`config.mk`:
```
export PLATFORM = sky130hd
export DESIGN_NAME = pixel_readout
export DESIGN_NICKNAME = d
export VERILOG_FILES = /design/src/hw/feat_pkg.sv /design/src/hw/pixel_readout.sv
export SDC_FILE = /design/constraint.sdc
export NUM_CORES = 1
export LEC_CHECK = 0
export ABC_AREA = 1
export CAP_MARGIN = 20
export CORE_MARGIN = 2
export CORE_UTILIZATION = 45
export DETAILED_ROUTE_END_ITERATION = 10
export DONT_BUFFER_PORTS = 1
export HOLD_SLACK_MARGIN = 0.05
export PLACE_DENSITY = 0.64
export SLEW_MARGIN = 20
export SYNTH_ARGS = -nofsm -noshare
export SYNTH_HDL_FRONTEND = slang
export SYNTH_SLANG_ARGS = --single-unit
```
`constraint.sdc`:
```
create_clock -name I_clk -period 1.6 [get_ports I_clk]
set_input_delay 0.16 -clock I_clk [delete_from_list [all_inputs] [get_ports I_clk]]
set_output_delay 0.16 -clock I_clk [all_outputs]
set_load 0.01 [all_outputs]
```
`src/hw/feat_pkg.sv`:
```
package feat_pkg;

    // feature word and lane geometry
    localparam int WORD_W     = 32;
    localparam int PIX        = 4;

    // row storage
    localparam int LINE_DEPTH = 256;
    localparam int LINE_AW    = 8;

    // window storage per lane
    localparam int BANK_DEPTH = 64;
    localparam int BANK_AW    = 6;

    typedef logic [WORD_W-1:0] word_t;

    // PIX words side by side, lane 0 in the low bits
    typedef logic [PIX-1:0][WORD_W-1:0] pix_bus_t;

    // static layer settings, held for a whole row
    typedef struct packed {
        logic [7:0] iwidth;
        logic [3:0] k_w;
        logic [2:0] stride;
        logic [2:0] pad;
        logic [3:0] ci_group;
    } cfg_t;

    // one read per lane from the row RAM
    typedef struct packed {
        logic                          en;
        logic [PIX-1:0][LINE_AW-1:0]   addr;
    } line_rd_t;

    // all lanes written at one depth
    typedef struct packed {
        logic               en;
        logic [BANK_AW-1:0] addr;
        pix_bus_t           data;
    } bank_wr_t;

endpackage

```
`src/hw/pixel_readout.sv`:
```
`timescale 1ns/1ps

module pixel_readout (
    input  logic                         I_clk,
    input  logic                         rst_n,
    input  logic                         rd_dv,
    input  logic [feat_pkg::BANK_AW-1:0] rd_depth,
    output logic [feat_pkg::BANK_AW-1:0] bank_addr,
    input  feat_pkg::pix_bus_t           bank_data,
    output feat_pkg::pix_bus_t           feature_out,
    output logic                         feature_out_dv
);

    // strobe delayed to line up with the bank read data
    logic dv_q;

    assign bank_addr = rd_depth;

    always_ff @(posedge I_clk or negedge rst_n)
    begin
        if (!rst_n)
        begin
            dv_q           <= 1'b0;
            feature_out_dv <= 1'b0;
            feature_out    <= '0;
        end
        else
        begin
            dv_q           <= rd_dv;
            feature_out_dv <= dv_q;
            // hold the last window between reads
            if (dv_q)
                feature_out <= bank_data;
        end
    end

endmodule

```
==> results.yml <==
logic_synthesis:
  synth_area_leader_cell: "dfrtp_1"
  synthAdderAreaFrac: 0
  postSynthRegisterBits: 130
  yosys.area_share.simple: 0.285
  synth_cell_types: 5
  synth_area_leaders: "dfrtp_1 64%, nand2_1 29%, buf_6 6.0%"
  synthesis.nets: 686
  muxShareOfSynthArea: 0
  yosysSeqAreaShare: 0.644
  syn_area_sq_mm: 0.00505
  synth_xor_area_frac: 0
  syn_avg_cell_area_sq_um: 9.21
  synth-warning-count: 0
  syn_inst: 549
  synth_compound_area_frac: 0
  synth_top_family_by_area: "simple AND/OR/NAND/NOR gates"
  yosys.area.top_type_share: 0.644
placement:
  portBuffers: 0
  hpwl_um: 7530
  placedCellCount: 659
  routabilityCongestion: 0.757
  post-place-ws_ps: 443
layout:
  final_cell_mix: "384 x nand2_1, 129 x dfrtp_1, 129 x dlygate4sd3_1"
  fin_nets: 804
  n_antenna_cell: 0
  finalNonFillerCells: 820
  drive_gt1_frac: 0.0559
  final_common_cell: "nand2_1"
  fillerInstances: 812
  syn2layout_area_growth_pct: 34.6
worst_hold_path:
  hold_path_class: "primary input to asynchronous set/reset pin"
global_routing:
  grt_pass1_vias: 4034
  grt-ovfl-total: 0
  grt_max_degree: 131
  track_usage: 0.215
  antenna_found_initial: 0
  grt_pass1_wl_um: 19600
timing:
  setup_slack_ps: 403
  worst_hold_slack_ps: -661
  rsz0062_at_grt: "no"
  worst_slew_pin_slew_ps: 406
  skew_ps: 6.54
  fin_crit_ps: 1200
  period_share: 0.748
  fmax_mhz: 835
  fin_setup_tns_ps: 0
  relSlewSlack: 0.729
  slew_viol_final: 0
  hold_viol: 130
  setup_viol: 0
die:
  row_count: 38
  ios: 272
  die_w_um: 110
  start_util: 0.464
  core_sq_mm: 0.0109
  die_h_um: 110
  dieArea_sq_mm: 0.0121
setup_path:
  arrival_ps: 1640
  path_cells: "inv_4, buf_12, nand2_1, nand2_1"
  crit_path_max_incr_delay_ps: 510
  path_max_fanout: 92
  slowest_stage: "dfrtp_4"
  crit_buf_inv: 2
  crit_type: "flip-flop to flip-flop"
  cp-end-kind: "flip-flop"
  critical_path.top_delay_family: "flip-flops"
  crit_path_frequent_cell: "nand2_1"
  crit_required_ps: 2050
  worstSetupStartpointType: "flip-flop"
run_status:
  violations: "hold timing"
  outcome: "finished with violations"
routing:
  routed_wirelength_um: 13000
  viasPerCell: 4.82
  vias: 3951
  dr.pass1.iters: 4
  drc: 0
  drt_first_iter_violations: 276
  ant_nets: 0
  wl_per_cell_um: 15.8
job:
  maxCapViolCount: 0
cts:
  clk_pin_slew_ps: 60
  cts_tree: "done"
  h-tree-depth: 4
  cts_max_path_buffers: 2
  ctsHoldBuffers: 129
  cts_sinks: 130
  root_buffer: "clkbuf_8"
  cts_resized: 0
  clk_latency_ps: 510
  cts_buffers: 17
  post_cts_buffers: 0
pwr:
  power_density_mw_per_mm2: 1220
  peakVddDrop_uv: 757
  p_leak_uw: 0.00352
-- through the flow --
step / power (uW) / hold slack, ps / area (sq um) / util
2_1_floorplan: 4340 / -136 / 5050 / -
3_3_place_gp: 4390 / -133 / 4930 / 0.453
3_5_place_dp: 4430 / -133 / 4930 / 0.453
4_1_cts: 8430 / -691 / 6800 / 0.625
5_1_grt: 8720 / -703 / 6800 / 0.625
6_report: 8330 / -661 / 6800 / 0.625
-- synthesized netlist by cell type --
library cell and instances:
buf_4 7, buf_6 27, dfrtp_1 130, inv_2 1, nand2_1 384
-- layer usage --
layer  global-route usage  part of all wire  routed length [um]  up-vias
met1                0.233              0.36                4710     1845
met3               0.0870             0.098                1280       35
met2                0.366              0.51                6680      196
met4                0.102             0.026                 334        0
met5                    0                 0                   0        -
li1                     -                 -                   -     1875
-- final cells by class --
| cell class | instances | area (sq um) | share of cell area |
|---|---|---|---|
| Inverter | 1 | 6.26 | 0.000919 |
| Multi-Input combinational cell | 384 | 1440 | 0.212 |
| Sequential cell | 130 | 3260 | 0.479 |
| Clock inverter | 13 | 136 | 0.0200 |
| Timing Repair Buffer | 133 | 1350 | 0.198 |
| Tap cell | 140 | 175 | 0.0257 |
| Clock buffer | 19 | 442 | 0.0649 |
-- state kept, by name, indices dropped and copies added, names as in the netlist --
register,count
feature_out_dv,1
dv_q,1
feature_out,128
-- where the power goes --
part,internal [uW],switching (uW)
Combinational,352,320
Clock,2290,1410
Sequential,3590,379
Total,6220,2110
-- worst paths after layout --
check / start / endpoint / slack, ps / cells after the start
max: dv_q / feature_out[126] / 400 / 4
min: rst_n / feature_out[101] / -660 / 0
max reg2reg: dv_q / feature_out[126] / 400 / 4
min reg2reg: feature_out[58] / feature_out[58] / 540 / 2
max in group asynchronous: rst_n / dv_q / 2120 / 0
min in group I_clk: rd_dv / dv_q / 240 / 1
-- cell families after synthesis --
family        after synthesis
buf+inv                    35
flops                     130
simple gates              384
No activity file was read; power rests on OpenSTA's default activity.
