[src/hw/feat_pkg.sv]
package feat_pkg;

    // feature word and lane geometry
    localparam int WORD_W     = 32;
    localparam int PIX        = 4;

    // row storage
    localparam int LINE_DEPTH = 256;
    localparam int LINE_AW    = 8;

    // window storage per lane
    localparam int BANK_DEPTH = 64;
    localparam int BANK_AW    = 6;

    typedef logic [WORD_W-1:0] word_t;

    // PIX words side by side, lane 0 in the low bits
    typedef logic [PIX-1:0][WORD_W-1:0] pix_bus_t;

    // static layer settings, held for a whole row
    typedef struct packed {
        logic [7:0] iwidth;
        logic [3:0] k_w;
        logic [2:0] stride;
        logic [2:0] pad;
        logic [3:0] ci_group;
    } cfg_t;

    // one read per lane from the row RAM
    typedef struct packed {
        logic                          en;
        logic [PIX-1:0][LINE_AW-1:0]   addr;
    } line_rd_t;

    // all lanes written at one depth
    typedef struct packed {
        logic               en;
        logic [BANK_AW-1:0] addr;
        pix_bus_t           data;
    } bank_wr_t;

endpackage

[src/hw/window_gather.sv]
`timescale 1ns/1ps

module window_gather (
    input  logic               I_clk,
    input  logic               rst_n,
    input  feat_pkg::cfg_t     cfg,
    input  logic               ap_start,
    input  logic               compute_en,
    output feat_pkg::line_rd_t rd_req,
    input  feat_pkg::pix_bus_t rd_data,
    output feat_pkg::bank_wr_t bank_wr,
    output logic               window_ready
);
    import feat_pkg::*;

    logic               busy;
    logic [LINE_AW-1:0] grp;
    logic [3:0]         tap;
    logic [3:0]         cig;
    logic [BANK_AW-1:0] step;
    logic               last_step;
    int                 src_col [PIX];
    logic [PIX-1:0]     in_range;

    // stage aligned with the line buffer read
    logic               req_en_q;
    logic               req_last_q;
    logic [BANK_AW-1:0] req_addr_q;
    logic [PIX-1:0]     req_mask_q;

    // stage driving the bank write
    logic               wr_en_q;
    logic               wr_last_q;
    logic [BANK_AW-1:0] wr_addr_q;
    pix_bus_t           wr_data_q;

    assign last_step = (tap == cfg.k_w - 4'd1) && (cig == cfg.ci_group - 4'd1);

    // step order is tap outer, channel group inner, so the bank depth just counts
    always_ff @(posedge I_clk or negedge rst_n)
    begin
        if (!rst_n)
        begin
            busy <= 1'b0;
            grp  <= '0;
            tap  <= '0;
            cig  <= '0;
            step <= '0;
        end
        else if (ap_start)
        begin
            busy <= 1'b0;
            grp  <= '0;
        end
        else if (!busy)
        begin
            if (compute_en)
            begin
                busy <= 1'b1;
                tap  <= '0;
                cig  <= '0;
                step <= '0;
            end
        end
        else
        begin
            step <= step + 1'b1;
            if (cig == cfg.ci_group - 4'd1)
            begin
                cig <= '0;
                tap <= tap + 1'b1;
            end
            else
                cig <= cig + 1'b1;
            if (last_step)
            begin
                busy <= 1'b0;
                grp  <= grp + 1'b1;
            end
        end
    end

    // source column per lane, negative or past the row means padding
    always_comb
    begin
        rd_req.en = busy;
        for (int p = 0; p < PIX; p++)
        begin
            src_col[p] = (int'(grp) * PIX + p) * int'(cfg.stride) + int'(tap) - int'(cfg.pad);
            in_range[p] = (src_col[p] >= 0) && (src_col[p] < int'(cfg.iwidth));
            rd_req.addr[p] = LINE_AW'(src_col[p] * int'(cfg.ci_group) + int'(cig));
        end
    end

    always_ff @(posedge I_clk or negedge rst_n)
    begin
        if (!rst_n)
        begin
            req_en_q     <= 1'b0;
            req_last_q   <= 1'b0;
            wr_en_q      <= 1'b0;
            wr_last_q    <= 1'b0;
            window_ready <= 1'b0;
        end
        else
        begin
            req_en_q     <= busy;
            req_last_q   <= busy && last_step;
            wr_en_q      <= req_en_q;
            wr_last_q    <= req_last_q;
            window_ready <= wr_last_q;
        end
    end

    always_ff @(posedge I_clk)
    begin
        req_addr_q <= step;
        req_mask_q <= in_range;
        wr_addr_q  <= req_addr_q;
        for (int p = 0; p < PIX; p++)
        begin
            wr_data_q[p] <= req_mask_q[p] ? rd_data[p] : '0;
        end
    end

    assign bank_wr = '{en: wr_en_q, addr: wr_addr_q, data: wr_data_q};

endmodule

[config.mk]
export PLATFORM = sky130hd
export DESIGN_NAME = window_gather
export DESIGN_NICKNAME = d
export VERILOG_FILES = /design/src/hw/feat_pkg.sv /design/src/hw/window_gather.sv
export SDC_FILE = /design/constraint.sdc
export NUM_CORES = 1
export LEC_CHECK = 0
export BUFFER_PORTS_ARGS = -buffer_cell sky130_fd_sc_hd__buf_2
export CAP_MARGIN = 20
export CORE_UTILIZATION = 59
export CTS_BUF_LIST = sky130_fd_sc_hd__clkbuf_16
export CTS_CLUSTER_SIZE = 14
export DETAILED_ROUTE_END_ITERATION = 8
export PLACE_DENSITY = 0.91
export SETUP_SLACK_MARGIN = 0.02
export SKIP_LAST_GASP = 1
export SLEW_MARGIN = 20
export SYNTH_ARGS = -nofsm -noshare
export SYNTH_HDL_FRONTEND = slang
export SYNTH_SLANG_ARGS = --single-unit
[constraint.sdc]
create_clock -name I_clk -period 16.45 [get_ports I_clk]
set_clock_uncertainty 0.2 [all_clocks]
set_input_delay 0 -clock I_clk [delete_from_list [all_inputs] [get_ports I_clk]]
set_output_delay 0 -clock I_clk [all_outputs]
set_load 0.01 [all_outputs]
==> results by group <==
Run status
  – Status: complete, no violations

Timing
  – Final hold violation count: 0
  – Period utilization: 40.5%
  – Relative slew slack: 37.6%
  – Peak Freq: 150 MHz
  – Final setup vio count: 0
  – Worst Tran Pin Value: 0.935 ns
  – Total negative slack: 0 ns
  – Slew Limit Fails: 0
  – RSZ-0062 raised after global routing: no
  – Minimum clock period: 6.67 ns

GRT
  – First-pass GRT wire length: 59.7 mm
  – Pin count of the biggest net entering global routing: 33
  – GRT overflow: 0
  – GR Util met1: 40.5%
  – Vias in the first global route: 11500
  – GR Layer Usage met3: 7.36%
  – Met2 GRT Util: 62.7%
  – Initial antenna violation count: 11
  – Busiest layer in global routing: met2
  – GR Util All Layers: 35.3%

Yosys
  – Warnings, synthesis: 0
  – Most used DFF post-synth: dfxtp_1
  – Post-synth EDFFs: 0
  – Netlist Area Pre-Place: 12700 µm²
  – Syn avg cell area: 9.44 µm²
  – Sequential share of the synthesized area: 28.3%
  – Mapped Nets: 1760
  – Synth Register Bits: 172
  – Netlist cell types: 63
  – Ys async rst share: 16.3%
  – Post-Synthesis Cells: 1341

Detailed routing
  – Antenna Nets Post-Route: 0
  – Drt pass-1 iters: 5
  – Drt wl/cell: 18.5 µm
  – Via density per instance: 5.36
  – Iteration-0 DRC count of the detailed router: 600
  – DRC errors left: 0
  – Total number of vias: 11100
  – Overall routed net length: 38.5 mm

Cells and area
  – Syn-to-layout area delta: 30.2%
  – FILL cells: 1295
  – Layout cell share with drive strength beyond 1: 20.6%
  – Most frequent cells in the layout: 322 x buf_2, 201 x and2_1, 193 x inv_1
  – Cell area after layout: 16500 µm²
  – Final net count: 2200
  – Commonest non-fill, non-tap cell in the layout: buf_2

Min path
  – Min-delay worst type: input pin to flip-flop
  – Worst hold start: cfg[11]

Worst setup path
  – Critical path arrival: 6.47 ns
  – Max FO, Critical Path: 6
  – Critical Path Source Type: flip-flop
  – RR Startpoint: grp[6]
  – Crit. Startpoint: grp[0]
  – Critical Path End Type: output pin
  – Worst setup path category: flip-flop to output pin
  – CP required: 16.25 ns

Power
  – Sw Pwr: 0.757 mW
  – Logic pwr share: 53.3%
  – Clock share of power: 23.3%
  – Pleak: 8.93 nW
  – Int Power: 1.12 mW
  – PwrDens: 114 nW/µm²
  – Reg power frac: 23.3%
  – Peak VDD IR: 165 µV
  – Switching part of the total: 40.4%

Clock network
  – # resized after CTS: 0
  – Setup bufs post-CTS: 0
  – Number of buffers created by CTS: 17
  – Clk slew on worst S/H paths: 0.08 ns
  – Hold buffer count at cts: 136
  – H-tree Lvls: 4
  – Clock root buffer: clkbuf_16
  – CTS Sinks: 172
  – CTS Buffer Depth: 2
  – CTS tree: built
  – Clk_lat worst skew: 0.43 ns

Placed design
  – Routability Congestion: 0.918
  – Buffers added on ports: 322
  – Placed inst area: 14500 µm²
  – DP HPWL: 28.2 mm

Die
  – Chip Width: 148 µm
  – Die footprint: 22000 µm²
  – IO Count: 323
  – Placeable Area: 21000 µm²
  – Site Rows: 53
  – Starting Density: 60.2%
  – Die extent in y: 148 µm

Run
  – Maxcap violations: 0
[cells by family after synthesis]
group           synth area share (%)
simple gates                    17.4
fa+ha+maj                       30.7
buf+inv                         7.01
flops                           28.3
compound gates                  8.14
xor+xnor                        7.25
mux                             1.22
[layout make-up]
class                   instances  area (µm²)  area share (%)
clock inverters                14         193            1.17
flip-flops and latches        172        3580            21.7
diodes                          8        20.0           0.121
inverters                     193         724            4.39
clock buffers                  18         450            2.73
repair buffers                458        2980            18.1
multi-input cells             939        8190            49.7
well taps                     275         344            2.09
[cell usage after synthesis, drive strengths merged (3+ instances only)]
library cell / instances / area (µm²)
a211oi: 3 / 22.5
a21o: 26 / 195
a21oi: 51 / 255
a31oi: 3 / 18.8
and2: 201 / 1260
and3: 7 / 43.8
buf: 6 / 46.3
clkbuf: 31 / 116
dfrtp: 28 / 701
dfxtp: 144 / 2880
fa: 76 / 1520
ha: 189 / 2360
inv: 193 / 724
mux2: 3 / 33.8
mux2i: 12 / 120
nand2: 62 / 233
nand2b: 4 / 25.0
nand3: 14 / 70.1
nand4: 10 / 62.6
nor2: 59 / 221
nor2b: 16 / 100
nor3: 8 / 40.0
nor4: 3 / 33.8
o211ai: 5 / 37.5
o21a: 3 / 22.5
o21ai: 28 / 140
o21bai: 10 / 75.1
o31a: 4 / 35.0
o31ai: 3 / 22.5
or2: 7 / 43.8
or3: 3 / 18.8
xnor2: 65 / 588
xor2: 35 / 307
[worst paths after layout]
check                                endpoint  slack (ns)  cells after the start
worst max-delay path               rd_req[31]        9.78                     24
worst min-delay path                     busy        0.03                      5
worst max register to register  req_mask_q[1]       11.38                     15
worst min register to register   wr_addr_q[1]        0.14                      0
max in group asynchronous              cig[3]       15.30                      4
min in group asynchronous              grp[3]        0.35                      3
[power by group through the flow]
stage / sequential (mW) / combinational (mW) / clock [mW]
CTS: 0.437 / 1.00 / 0.437
finish: 0.437 / 0.999 / 0.437
global route: 0.438 / 1.11 / 0.457
global placement: 0.446 / 0.920 / 0
floorplan: 0.444 / 0.688 / 0
detailed placement: 0.446 / 0.969 / 0
[metrics by stage]
step           instances  hold WS [ns]  util, %  total power [mW]  setup WS, ns
6_report            2077        0.0252     78.4              1.87          9.78
5_1_grt             2077        0.0629     78.4              2.01          9.39
4_1_cts             2069        0.0162     78.3              1.87          9.80
3_5_place_dp        1901        -0.131     68.7              1.42         10.17
3_3_place_gp        1901        -0.143     68.7              1.37         10.37
2_1_floorplan       1341        -0.496        -              1.13         10.66
[critical path, cell delays in order, from the launching register on]
cell      delay, ns
dfrtp_1        0.45
nand2_1        0.22
fa_1           0.56
inv_1          0.06
fa_1           0.53
inv_1          0.07
fa_1           0.47
nor2b_1        0.13
o21ai_0        0.10
a21boi_0       0.32
nor2_1         0.14
and2_1         0.19
ha_1           0.29
fa_1           0.50
inv_1          0.06
fa_1           0.53
inv_1          0.04
ha_1           0.33
inv_1          0.07
o21bai_1       0.06
a21oi_1        0.21
xor2_1         0.20
xnor2_1        0.15
xnor3_1        0.23
buf_2          0.15
[state kept, by name, indices dropped and copies added, names as in the netlist]
register      count
bank_wr         128
busy              1
cig               4
grp               8
req_addr_q        6
req_en_q          1
req_last_q        1
req_mask_q        4
step              6
tap               4
window_ready      1
wr_addr_q         6
wr_en_q           1
wr_last_q         1
[per-layer routing]
layer	wire length, µm	vias up
met5	23	-
met3	2790	108
met2	19600	467
li1	-	5206
met4	1620	4
met1	14400	5351
Power figures use the tool's default switching activity.
